[src/isaPkg.sv]
package isaPkg;

    localparam int dataWidth    = 32;
    localparam int regAddrWidth = 5;
    localparam int numRegs      = 32;

    // primary opcode, instr[31:26], MIPS encodings
    typedef enum logic [5:0] {
        OP_RTYPE = 6'd0,
        OP_ADDI  = 6'd8,
        OP_SLTI  = 6'd10,
        OP_ANDI  = 6'd12,
        OP_ORI   = 6'd13,
        OP_XORI  = 6'd14
    } opcodeT;

    // R-type funct field, instr[5:0]
    typedef enum logic [5:0] {
        FN_SLL = 6'h00,
        FN_SRL = 6'h02,
        FN_ADD = 6'h20,
        FN_SUB = 6'h22,
        FN_AND = 6'h24,
        FN_OR  = 6'h25,
        FN_XOR = 6'h26,
        FN_SLT = 6'h2a
    } functT;

    typedef enum logic [2:0] {
        ALU_ADD,
        ALU_SUB,
        ALU_AND,
        ALU_OR,
        ALU_XOR,
        ALU_SLT,
        ALU_SLL,
        ALU_SRL
    } aluOpT;

    // one decoded instruction, roughly 57 bits
    typedef struct packed {
        aluOpT                   aluOp;
        logic                    useImm;
        logic                    we;
        logic [regAddrWidth-1:0] dest;
        logic [regAddrWidth-1:0] srcA;
        logic [regAddrWidth-1:0] srcB;
        logic [4:0]              shamt;
        logic [dataWidth-1:0]    imm;
    } decodedT;

endpackage

[src/laneDecoder.sv]
`timescale 1ns/1ps

module laneDecoder
    import isaPkg::*;
(
    input  logic [dataWidth-1:0] instr,
    input  logic                 valid,
    output decodedT              decoded
);

    opcodeT opcode;
    functT  funct;
    logic   known;

    assign opcode = opcodeT'(instr[31:26]);
    assign funct  = functT'(instr[5:0]);

    always_comb begin
        known          = 1'b1;
        decoded.aluOp  = ALU_ADD;
        decoded.useImm = 1'b1;

        case (opcode)
            OP_RTYPE: begin
                decoded.useImm = 1'b0;
                case (funct)
                    FN_ADD:  decoded.aluOp = ALU_ADD;
                    FN_SUB:  decoded.aluOp = ALU_SUB;
                    FN_AND:  decoded.aluOp = ALU_AND;
                    FN_OR:   decoded.aluOp = ALU_OR;
                    FN_XOR:  decoded.aluOp = ALU_XOR;
                    FN_SLT:  decoded.aluOp = ALU_SLT;
                    FN_SLL:  decoded.aluOp = ALU_SLL;
                    FN_SRL:  decoded.aluOp = ALU_SRL;
                    default: known = 1'b0;
                endcase
            end
            OP_ADDI: decoded.aluOp = ALU_ADD;
            OP_SLTI: decoded.aluOp = ALU_SLT;
            OP_ANDI: decoded.aluOp = ALU_AND;
            OP_ORI:  decoded.aluOp = ALU_OR;
            OP_XORI: decoded.aluOp = ALU_XOR;
            default: known = 1'b0;
        endcase

        // R-type writes rd from rs, rt; I-type writes rt from rs only
        decoded.srcA = instr[25:21];
        if (decoded.useImm) begin
            decoded.dest = instr[20:16];
            decoded.srcB = '0;
        end else begin
            decoded.dest = instr[15:11];
            decoded.srcB = instr[20:16];
        end

        decoded.shamt = instr[10:6];
        decoded.imm   = {{(dataWidth-16){instr[15]}}, instr[15:0]};

        // empty slot, unknown encoding or r0 as target writes nothing
        decoded.we = valid && known && (decoded.dest != '0);
    end

endmodule

[config.mk]
export PLATFORM = sky130hd
export DESIGN_NAME = laneDecoder
export DESIGN_NICKNAME = d
export VERILOG_FILES = /design/src/isaPkg.sv /design/src/laneDecoder.sv
export SDC_FILE = /design/constraint.sdc
export NUM_CORES = 1
export LEC_CHECK = 0
export ABC_AREA = 1
export BUFFER_PORTS_ARGS = -buffer_cell sky130_fd_sc_hd__buf_2
export CAP_MARGIN = 25
export CORE_ASPECT_RATIO = 0.8
export CORE_UTILIZATION = 30
export DETAILED_ROUTE_END_ITERATION = 12
export GPL_ROUTABILITY_DRIVEN = 1
export PLACE_DENSITY = 0.74
export SLEW_MARGIN = 20
export SYNTH_ARGS = -nofsm -noshare
export SYNTH_HDL_FRONTEND = slang
export SYNTH_SLANG_ARGS = --single-unit
[constraint.sdc]
create_clock -name vclk -period 0.9
set_input_delay 0 -clock vclk [all_inputs]
set_output_delay 0 -clock vclk [all_outputs]
set_load 0.005 [all_outputs]
* Yosys cells after proc, flatten, opt, wreduce, memory -nomap -nowiden *
Index checks and enable logic that the tools add are counted.

word-level totals
  flip-flop bits (word level) = 0
  input bits = 33
  output and inout port bits = 57
  logic and storage cells = 26

cells by class
  eq/ne operators = 12
  multiplexer cells = 7
  reduce and logical (&&, ||, !) cells = 7

operator list
  cell                                                 number
  equality test 6 bit, second input constant           6
  equality test 6 x 4 -> 1 bit, second input constant  5
  one-hot mux 3 bit (7 select lines)                   1
  one-hot mux 3 bit (5 select lines)                   1
  zero test 6 bit                                      2
  2-to-1 mux 5 bit                                     2
  OR reduction 8 bit                                   1
  equality test 6 x 2 -> 1 bit, second input constant  1
  nonzero test 5 bit                                   1
  OR reduction 5 bit                                   1
  logical AND 1 bit                                    2
  2-to-1 mux 1 bit                                     2
  one-hot mux 1 bit (2 select lines)                   1

* Depth between registers and ports, before layout *
  depth in word-level cells = 6
  depth in mapped cells = 8

* Least setup slack after synthesis *
OpenSTA, ideal clock, no wires.

  kind = input to output
  from = input instr[27]
  to = output decoded[52] (netlist name)
  arrival time = 0.698 ns
  data required time = 0.900 ns
  setup slack = 0.202 ns
  stages on the path = 8
  path buffers = 1
  cells stage by stage = nor2_4 nand3_4 buf_6 nand2_1 nand2_1 nand3_1 nor2_1 nor2_1

RTL lines
  element          RTL line          RTL
  start, declared  laneDecoder.sv:6  input logic [dataWidth-1:0] instr,
  end, declared    laneDecoder.sv:8  output decodedT decoded

==> impl_metrics.yaml <==
routing:
  drc_errors: 9
  drt-pass1-iter-count: 8
  drt_iter0_drc: 37
  viasPerCell: 4.23
  wire_per_inst_um: 9.19
  via_count: 795
  ant_nets: 0
  wl_um: 1730
logic_synthesis:
  synth_common_cells: "buf_4 (42), inv_1 (18), nand2_1 (18)"
  synth_nets: 156
  syn_area_per_cell_um2: 5.89
  synth.area.top_cells: "buf_4 (44%), inv_1 (9.3%), nand2_1 (9.3%)"
  syn_inst: 123
  yosysSeqAreaShare_pct: 0
  ys_types: 17
  yosysMostFrequentCell: "buf_4"
  yosysTopAreaCell: "buf_4"
  mappedNetlistArea_um2: 724
  yosys_warnings: 0
  yosys.area.top_type_share_pct: 43.5
final_layout:
  nets: 198
  final_cell_area_um2: 1010
  regArea_um2: 0
  antenna_cells: 0
  drive_gt1_share_pct: 63.8
  n_clock_buffer: 0
  design.seq.count: 0
  syn2layout_area_growth_pct: 39.7
setup_path:
  arrival_ns: 0.94
  crit_required_ns: 0.90
  start_kind: "input pin"
  path_class: "in -> out"
  end_kind: "primary output"
  critPathMaxFanout: 6
die:
  row_count: 15
  dieWidth_um: 56.9
  core_um2: 2210
  io_pins: 90
  die_area_um2: 2620
  die_y_um: 46.0
  initial_core_util_pct: 32.7
min_path:
  hold_start: "instr[22]"
  hold_end: "decoded[43]"
  hp-class: "in -> out"
  holdPathStages: 0
power_and_ir_drop:
  power_frac_seq_pct: 0
  power_density_nw_per_um2: 360
  pwr-share-comb_pct: 100.0
  p_total_uw: 364
  intPower_uw: 188
  vdd_ir_drop_max_v: 0.0000851
  p_leak_nw: 0.626
  p_sw_uw: 176
  sw_frac_of_total_pct: 48.3
  clkPwrFrac_pct: 0
run_status:
  violations: "design-rule violations, negative setup slack"
  status: "finished, violations left"
clock_tree:
  hold_buffers: 0
grt:
  overflow: 0
  grtUsageTotal_pct: 11.7
  antenna_found_initial: 0
  grt_pass1_wl_um: 2520
  grt_max_degree: 19
  grt_pass1_vias: 618
placed_design:
  dp_hpwl_um: 1330
  port-buffer-count: 65
  place_area_um2: 852
  dp_slack_ns: -0.127
  gp_congestion: 0.897
timing:
  max_freq_mhz: 1060
  finalSetupViolCount: 3
  relSlewSlack_pct: 86.9
  maxSlewViolCount: 0
  finalCriticalPeriod_ns: 0.939
  tightestPinTransition_ns: 0.196
  fin_ws_ns: -0.0393
  hold_viol: 0
  rsz0062_at_grt: "true"
  finalSetupTns_ns: -0.0696
  period_share_pct: 104
run:
  max-cap-violations: 0
## layer usage
layer  wire length [um]  part of all wire [%]  global-route usage [%]
met1                689                    40                    15.1
met2                899                    52                    22.4
met3                139                   8.0                    1.42
met4                  0                     0                       0
met5                  0                     0                       0
## critical path: stages
cell     delay [ns]
buf_6          0.10
nor2_4         0.16
buf_4          0.16
nand3_4        0.09
nand2_1        0.08
o21ai_2        0.06
nand2_1        0.06
nor2_1         0.04
nor2_1         0.08
buf_2          0.11
## area by class of cell
| type | count | area (um^2) |
|---|---|---|
| Fill cell | 242 | 1200 |
| Inverter | 19 | 73.8 |
| Multi-Input combinational cell | 62 | 392 |
| Tap cell | 25 | 31.3 |
| Timing Repair Buffer | 82 | 515 |
## stage by stage
stage          utilization, %  cells  hold slack [ns]
2_1_floorplan               -    123           0.0806
3_3_place_gp             38.5    183        0.0000346
3_5_place_dp             38.5    183        0.0000346
4_1_cts                  42.2    187        0.0000346
5_1_grt                  45.7    188        0.0000101
6_report                 45.7    188       0.00000232
## cell usage in the layout, fill, tap and decap left out, drive strengths merged
master  count
nand2      18
nor2       21
o21ai       5
o221ai      1
nand3b      1
inv        19
nand4       2
nand3      14
buf        82
## power groups by stage
stage / Combinational [mW] / Sequential (mW) / Clock, mW
6_report: 0.364 / 0 / 0
2_1_floorplan: 0.242 / 0 / 0
4_1_cts: 0.334 / 0 / 0
3_5_place_dp: 0.299 / 0 / 0
3_3_place_gp: 0.296 / 0 / 0
5_1_grt: 0.402 / 0 / 0
## worst max-delay path by stage
stage | from | endpoint | slack, ns
after floorplan | instr[27] | decoded[52] | 0.20
after global placement | instr[27] | decoded[52] | -0.1
after detailed placement | instr[27] | decoded[52] | -0.13
after CTS | instr[26] | decoded[52] | -0.08
after global routing | instr[28] | decoded[52] | -0.13
final | instr[26] | decoded[52] | -0.04
## cells by family after synthesis
family,Yosys count,share of synthesized area [%]
buffers and inverters,62,54.9
AO/OA/AOI/OAI,6,5.70
AND/OR/NAND/NOR,55,39.4
## what timing repair did
action | 4_1_cts | 5_1_grt
resized for setup | 15 | 19
buffers inserted | 3 | 1
pin swaps | 10 | 14
endpoints found under the setup margin | 4 | 8
cloned | 1 | 0
Note: power is estimated with default switching activity, not from simulation.
