$ cat src/isaPkg.sv
package isaPkg;

    localparam int dataWidth    = 32;
    localparam int regAddrWidth = 5;
    localparam int numRegs      = 32;

    // primary opcode, instr[31:26], MIPS encodings
    typedef enum logic [5:0] {
        OP_RTYPE = 6'd0,
        OP_ADDI  = 6'd8,
        OP_SLTI  = 6'd10,
        OP_ANDI  = 6'd12,
        OP_ORI   = 6'd13,
        OP_XORI  = 6'd14
    } opcodeT;

    // R-type funct field, instr[5:0]
    typedef enum logic [5:0] {
        FN_SLL = 6'h00,
        FN_SRL = 6'h02,
        FN_ADD = 6'h20,
        FN_SUB = 6'h22,
        FN_AND = 6'h24,
        FN_OR  = 6'h25,
        FN_XOR = 6'h26,
        FN_SLT = 6'h2a
    } functT;

    typedef enum logic [2:0] {
        ALU_ADD,
        ALU_SUB,
        ALU_AND,
        ALU_OR,
        ALU_XOR,
        ALU_SLT,
        ALU_SLL,
        ALU_SRL
    } aluOpT;

    // one decoded instruction, roughly 57 bits
    typedef struct packed {
        aluOpT                   aluOp;
        logic                    useImm;
        logic                    we;
        logic [regAddrWidth-1:0] dest;
        logic [regAddrWidth-1:0] srcA;
        logic [regAddrWidth-1:0] srcB;
        logic [4:0]              shamt;
        logic [dataWidth-1:0]    imm;
    } decodedT;

endpackage

$ cat src/bundleFetch.sv
`timescale 1ns/1ps

module bundleFetch
    import isaPkg::*;
#(
    parameter int pcWidth = 11
) (
    input  logic                 clk,
    input  logic                 arstN,
    input  logic                 enable,
    input  logic [dataWidth-1:0] instr1,
    input  logic [dataWidth-1:0] instr2,
    output logic [pcWidth-1:0]   pc,
    output logic [dataWidth-1:0] idInstr1,
    output logic [dataWidth-1:0] idInstr2,
    output logic                 idValid
);

    // bundle counter, two instructions per accepted bundle
    always_ff @(posedge clk or negedge arstN) begin
        if (!arstN) begin
            pc      <= '0;
            idValid <= 1'b0;
        end else if (enable) begin
            pc      <= pc + pcWidth'(2);
            idValid <= 1'b1;
        end
    end

    // capture register feeding the decoders
    always_ff @(posedge clk) begin
        if (enable) begin
            idInstr1 <= instr1;
            idInstr2 <= instr2;
        end
    end

endmodule

$ cat config.mk
export PLATFORM = sky130hd
export DESIGN_NAME = bundleFetch
export DESIGN_NICKNAME = d
export VERILOG_FILES = /design/src/isaPkg.sv /design/src/bundleFetch.sv
export SDC_FILE = /design/constraint.sdc
export NUM_CORES = 1
export LEC_CHECK = 0
export BUFFER_PORTS_ARGS = -buffer_cell sky130_fd_sc_hd__buf_2
export CORE_MARGIN = 2
export CORE_UTILIZATION = 46
export DETAILED_ROUTE_END_ITERATION = 6
export PLACE_DENSITY_LB_ADDON = 0.3
export SLEW_MARGIN = 5
export SYNTH_ARGS = -nofsm -noshare
export SYNTH_HDL_FRONTEND = slang
export SYNTH_SLANG_ARGS = --single-unit
$ cat constraint.sdc
create_clock -name clk -period 1.55 [get_ports clk]
set_input_delay 0.2325 -clock clk [delete_from_list [all_inputs] [get_ports clk]]
set_output_delay 0.2325 -clock clk [all_outputs]
set_load 0.05 [all_outputs]
==> After elaboration in Yosys (flattened, before gate mapping) <==
Cells that the tools add are included.
{ "op_classes": {"addsub": 1} }
{ "op_table": {"columns": ["operator", "n"], "rows": [
  ["$add A11 B2 Y11 const B", 1]
]} }
{ "totals": {"reg_bits": 76, "out_inout_bits": 76, "in_bits": 67, "elab_cells": 5} }

==> Depth between registers and ports, before layout <==
Gate-level depths: netlist of the first run.
{ "logic_depth": {"depth_word": 1, "mapped_depth": 4, "mapped_depth_nobuf": 4} }

==> Worst setup path after synthesis of the first run <==
Ideal clock, no wire load.
{ "synth_timing": {"kind": "register to register", "startpoint": "reg pc[1]", "endpoint": "reg pc[9]", "required_time_ns": 1.468, "t_arrival_ns": 1.361, "slack_ns": 0.107, "n_path_buf": 0, "path_stages_with_launch": 5, "period_less_slack_ns": 1.443, "setup_time_ns": 0.082, "cell_sequence": "dfrtp_1 > ha_1 > nand2_1 > nor3_2 > xor2_1"} }
{ "synth_between": {"elab_chain_len": 1} }
{ "synth_rtl": {"columns": ["element", "line", "source"], "rows": [
  ["start, declared", "bundleFetch.sv:13", "output logic [pcWidth-1:0] pc,"],
  ["start signal, assigned", "bundleFetch.sv:25", "pc <= pc + pcWidth'(2);"],
  ["$add A11 B2 Y11", "bundleFetch.sv:25", null]
]} }
No other way between the ends.
A chain may end at the register's enable or synchronous reset.

==> Worst setup path in the final report of the first run <==
{ "layout_timing": {"startpoint": "reg pc[1]", "endpoint": "out pc[1]"} }
No word-level cell between the ends.

==> impl_metrics.env, run 1 <==
export IMPL_ff2ff_path_depth=4
export IMPL_finalSetupViolations=0
export IMPL_drive_above_1_share_pct=62.2
export IMPL_cap_viol_max_count=0
export IMPL_cts_buffers_inserted=9
export IMPL_grt_max_degree=47
export IMPL_synth_top_cells_by_count="64 x edfxtp_1, 11 x dfrtp_1, 6 x xor2_1"
export IMPL_min_path_cells=1
export IMPL_drt_pre_antenna_iters=4
export IMPL_crit_fanout=6
export IMPL_cts_tree="done"
export IMPL_syn_cell_area_um2=2410
export IMPL_antenna_found_initial=0
export IMPL_initial_utilization_pct=47.6
export IMPL_nets=325
export IMPL_grt_use_met3_pct=4.27
export IMPL_clock_sinks=75
export IMPL_die_area_um2=5850
export IMPL_whs_endpoint="idInstr1[13]"
export IMPL_dp_cells=315
export IMPL_clkTransAtPathRegs_ns=0.08
export IMPL_min_delay_path_class="input pin to flop"
export IMPL_synth_cell_type_count=14
export IMPL_worst_setup_path_start_kind="flop"
export IMPL_synthTopCellsByArea="edfxtp_1 80%, dfrtp_1 11%, xor2_1 2.2%"
export IMPL_row_count=26
export IMPL_final_core_util_pct=67.9
export IMPL_reg2reg_from="pc[1]"
export IMPL_ys_warn_count=0
export IMPL_powerDensity_nw_per_um2=1590
export IMPL_chipWidth_um=76.5
export IMPL_rsz0062_at_grt="no"
export IMPL_post_cts_buffers=0
export IMPL_area_growth_syn_to_layout_pct=42.7
export IMPL_timing_final_crit_period_ns=1.32
export IMPL_yosysMostFrequentCell="edfxtp_1"
export IMPL_worstHoldStart="instr1[13]"
export IMPL_drt_wirelength_per_cell_um=13.8
export IMPL_syn_avg_cell_area_um2=23.2
export IMPL_dp_hpwl_um=3500
export IMPL_busiest_layer="met2"
export IMPL_grt_pass1_wl_um=6970
export IMPL_critical_path_cell_count=1
export IMPL_cts_max_level=3
export IMPL_synth_edff_count=64
export IMPL_critical_path_cell_chain="buf_2"
export IMPL_ys_seq_area_share_pct=91.0
export IMPL_route_detailed_drc=0
export IMPL_async_flop_share_pct=14.7
export IMPL_fmax_ghz=0.756
export IMPL_clock_skew_ns=0.00981
export IMPL_r2r_end="pc[9]"
export IMPL_ant_nets=0
export IMPL_port_buffers=141
export IMPL_p_leak_nw=1.54
export IMPL_peakVddDrop_mv=1.92
export IMPL_crit_arrival_ns=1.09
export IMPL_final_max_slew_viol_count=0
export IMPL_via_count=1449
export IMPL_pin_count=143
export IMPL_final_setup_tns_ns=0
export IMPL_instances_no_fill=332
export IMPL_path_delay_family="flip-flops"
export IMPL_gr_usage_met1_pct=18.9
export IMPL_worstSetupPathType="flop to primary output"
export IMPL_post_cts_resized=0
export IMPL_cts_root_buf="clkbuf_8"
export IMPL_synth_main_ff_cell="edfxtp_1"
export IMPL_gr_usage_met2_pct=26.7
export IMPL_synthCells=104
export IMPL_drt_iter0_markers=34
export IMPL_core_um2=5070
export IMPL_slowest_stage="dfrtp_1"
export IMPL_clock_latency_ns=0.33
export IMPL_wirelength_um=4570
export IMPL_path_buf_inv=1
export IMPL_status="finished, final reports clean"
export IMPL_grt_overflow=0
export IMPL_whs_ns=0.0701
export IMPL_gp_congestion=0.724
export IMPL_r2r_setup_slack_ns=0.39
export IMPL_synth_seq_cells=75
export IMPL_cp_end_kind="primary output"
export IMPL_synth_nets=172
export IMPL_crit_required_ns=1.32
export IMPL_gr_usage_all_layers_pct=16.3
export IMPL_viasPerCell=4.36
export IMPL_clockBufferDepth=2
export IMPL_synth_top_area_cell="edfxtp_1"
export IMPL_die_h_um=76.5
export IMPL_fillCellCount=388
export IMPL_grt_pass1_vias=1409
export IMPL_n_antenna_cell=0
export IMPL_hold_violations=0
export IMPL_post_route_period_util_pct=85.3
export IMPL_synth_top_area_share_pct=79.6
export IMPL_max_stage_delay_ns=0.45
[placed cells by master, fill, tap and decap left out, drive strengths merged]
| master | Yosys | layout |
|---|---|---|
| conb | 1 | 1 |
| nand2 | 5 | 5 |
| inv | 0 | 1 |
| buf | 2 | 143 |
| xor2 | 6 | 6 |
| bufinv | 0 | 2 |
| dfrtp | 11 | 11 |
| clkbuf | 0 | 9 |
| mux2 | 1 | 1 |
| dlygate4sd3 | 0 | 1 |
| clkinv | 0 | 4 |
| ha | 1 | 1 |
| or2 | 1 | 1 |
| xnor2 | 3 | 3 |
| nor3 | 2 | 2 |
| edfxtp | 64 | 64 |
| nor2 | 3 | 3 |
| nand4 | 4 | 4 |
[where the power goes]
group	switching, W	internal (W)
clock	0.000666	0.000903
sequential	0.000164	0.00243
combinational	0.000996	0.000302
total	0.00183	0.00364
[layer usage]
layer  vias up  routed length [um]
li1        695                   -
met2        82                2380
met1       659                1750
met4         0                 133
met3        13                 304
met5         -                   0
[how the worst max path moves through the flow]
stage	start	end	slack [ns]
after global routing	pc[3]	pc[3]	0.17
after detailed placement	pc[1]	pc[9]	0.39
after global placement	pc[1]	pc[9]	0.44
after floorplan	pc[1]	pc[9]	0.11
final	pc[1]	pc[1]	0.23
after CTS	pc[1]	pc[1]	0.20
[flip-flops by register name, indices dropped and copies added (netlist names)]
register / count
idValid: 1
idInstr2: 32
pc: 10
idInstr1: 32
[cell type report]
class | instances | area [um2] | area share, %
clock buffers | 9 | 124 | 3.59
clock inverters | 7 | 91.3 | 2.65
multi-input cells | 27 | 203 | 5.88
flip-flops and latches | 75 | 2200 | 63.8
well taps | 70 | 87.6 | 2.54
repair buffers | 144 | 743 | 21.6
[kinds of logic after synthesis]
kind of cell | count (synthesis) | share of synthesized area, %
buf+inv | 2 | 0.622
other cells | 1 | 0.155
xor+xnor | 9 | 3.26
fa+ha+maj | 1 | 0.518
mux | 1 | 0.466
simple gates | 15 | 3.99
flops | 75 | 91.0
[per-stage QoR]
| step | total power [W] | cell area, um2 | worst slack [ns] |
|---|---|---|---|
| global route | 0.00567 | 3450 | 0.167 |
| CTS | 0.00553 | 3450 | 0.201 |
| floorplan | 0.00357 | 2410 | 0.107 |
| global placement | 0.00393 | 3220 | 0.443 |
| detailed placement | 0.00395 | 3220 | 0.391 |
| finish | 0.00546 | 3450 | 0.228 |
[what timing repair did]
action,CTS,global route
endpoints found under the hold margin,11,0
setup endpoints to repair,0,0
hold buffers,1,0
Power figures use the tool's default switching activity.
==> run 2, diff against run 1 <==
--- a/config.mk
+++ b/config.mk
@@ -10,6 +10,7 @@
 export CORE_UTILIZATION = 46
 export DETAILED_ROUTE_END_ITERATION = 6
 export PLACE_DENSITY_LB_ADDON = 0.3
+export REMOVE_ABC_BUFFERS = 1
 export SLEW_MARGIN = 5
 export SYNTH_ARGS = -nofsm -noshare
 export SYNTH_HDL_FRONTEND = slang
==> run 2 against run 1 <==
Count of clock-buffer cells in the layout grew 1. Sequential cell count is the same. Register-to-register slack is essentially flat. Fmax grew 0.45%. Clock power shrank 24%. Die area is the same. Clock skew shrank 0.0056 ns. Global-route usage shrank 0.82 points. Total power shrank 6.6%. Hold slack gained 0.0010 ns.
==> impl_metrics.env, run 2 (synthesis gave the netlist of run 1 again) <==
export IMPL_clkTransAtPathRegs_ns=0.08
export IMPL_ant_nets=0
export IMPL_drive_above_1_share_pct=61.1
export IMPL_cp_end_kind="primary output"
export IMPL_via_count=1411
export IMPL_cts_buffers_inserted=9
export IMPL_die_h_um=76.5
export IMPL_final_setup_tns_ns=0
export IMPL_timing_final_crit_period_ns=1.32
export IMPL_finalSetupViolations=0
export IMPL_worst_setup_path_start_kind="flop"
export IMPL_final_common_cell="buf_2"
export IMPL_row_count=26
export IMPL_hold_violations=0
export IMPL_clock_latency_ns=0.32
export IMPL_viasPerCell=4.25
export IMPL_drt_wirelength_per_cell_um=13.7
export IMPL_powerDensity_nw_per_um2=1500
export IMPL_grt_overflow=0
export IMPL_cap_viol_max_count=0
export IMPL_crit_required_ns=1.32
export IMPL_n_antenna_cell=0
export IMPL_post_cts_buffers=0
export IMPL_ctsHoldBuffers=1
export IMPL_drt_pre_antenna_iters=4
export IMPL_worstSetupPathType="flop to primary output"
export IMPL_gr_usage_all_layers_pct=15.4
export IMPL_cts_root_buf="clkbuf_8"
export IMPL_grt_max_degree=48
export IMPL_reg2reg_from="pc[1]"
export IMPL_clock_sinks=75
export IMPL_grt_pass1_vias=1279
export IMPL_dpl_worst_slack_ns=0.397
export IMPL_crit_fanout=5
export IMPL_grt_pass1_wl_um=6470
export IMPL_setup_ws_ns=0.234
export IMPL_pin_count=143
export IMPL_wirelength_um=4530
export IMPL_p_leak_nw=1.51
export IMPL_crit_arrival_ns=1.08
export IMPL_port_buffers=141
export IMPL_post_cts_resized=0
export IMPL_die_area_um2=5850
export IMPL_path_delay_family="flip-flops"
export IMPL_dp_hpwl_um=3420
export IMPL_nets=325
export IMPL_status="finished, final reports clean"
export IMPL_path_buf_inv=1
export IMPL_final_max_slew_viol_count=0
export IMPL_slowest_stage="dfrtp_1"
export IMPL_cts_max_level=3
export IMPL_drt_iter0_markers=88
export IMPL_clock_skew_ns=0.00416
export IMPL_area_growth_syn_to_layout_pct=40.4
export IMPL_final_core_util_pct=66.8
export IMPL_final_cell_mix="141 x buf_2, 64 x edfxtp_1, 11 x dfrtp_1"
export IMPL_worstHoldStart="instr1[18]"
export IMPL_reg_top3="idInstr1 x32, idInstr2 x32, pc x10"
export IMPL_max_stage_delay_ns=0.45
export IMPL_antenna_found_initial=0
export IMPL_core_um2=5070
export IMPL_cts_tree="done"
export IMPL_clockBufferDepth=2
export IMPL_critical_path_cell_chain="buf_2"
export IMPL_gp_congestion=0.793
export IMPL_initial_utilization_pct=47.6
export IMPL_min_delay_path_class="input pin to flop"
export IMPL_fmax_ghz=0.760
export IMPL_rsz0062_at_grt="no"
export IMPL_peakVddDrop_mv=1.28
export IMPL_chipWidth_um=76.5
export IMPL_route_detailed_drc=0
export IMPL_post_route_period_util_pct=84.9
export IMPL_crit_start="pc[3]"
run 2: cell count changes in the layout (fill, tap and decap cells not counted), sizes merged:
cell	change
bufinv	-2
clkbuf	+1
clkinv	+1
clkinvlp	+1
inv	-1
run 2: metrics by stage:
stage / hold slack [ns] / total power (W) / instance area, um2 / std cells
2_1_floorplan: -0.0631 / 0.00356 / 2400 / 102
3_3_place_gp: 0.112 / 0.00393 / 3220 / 315
3_5_place_dp: 0.113 / 0.00395 / 3220 / 315
4_1_cts: 0.0569 / 0.00515 / 3390 / 332
5_1_grt: 0.0442 / 0.00531 / 3390 / 332
6_report: 0.0711 / 0.00510 / 3390 / 332
run 2: final timing paths:
check	slack, ns	cells past startpoint	end
max	0.23	1	pc[3]
min	0.07	1	idInstr1[18]
max reg2reg	0.40	4	pc[9]
min reg2reg	0.47	1	pc[10]
max in group asynchronous	1.05	2	pc[9]
min in group asynchronous	0.30	2	pc[6]
run 2: cell type report:
type	count	area, um2
clock buffer	10	128
clock inverter	6	32.5
fill	385	1680
multi-input combinational	27	203
sequential	75	2200
tap	70	87.6
timing repair buffer	144	743
run 2: power breakdown:
group | leakage (nW) | internal (W) | switching, W
sequential | 0.763 | 0.00243 | 0.000169
combinational | 0.664 | 0.000303 | 0.00100
clock | 0.0788 | 0.000564 | 0.000633
total | 1.51 | 0.00330 | 0.00180
run 2: layer usage:
layer / vias to the layer above / share of wire, % / global-route usage [%] / wire (um)
met4: 0 / 1.7 / 8.36 / 77
li1: 696 / - / - / -
met3: 7 / 8.8 / 6.75 / 398
met5: - / 0 / 0 / 0
met1: 620 / 40 / 18.0 / 1820
met2: 88 / 49 / 24.2 / 2230
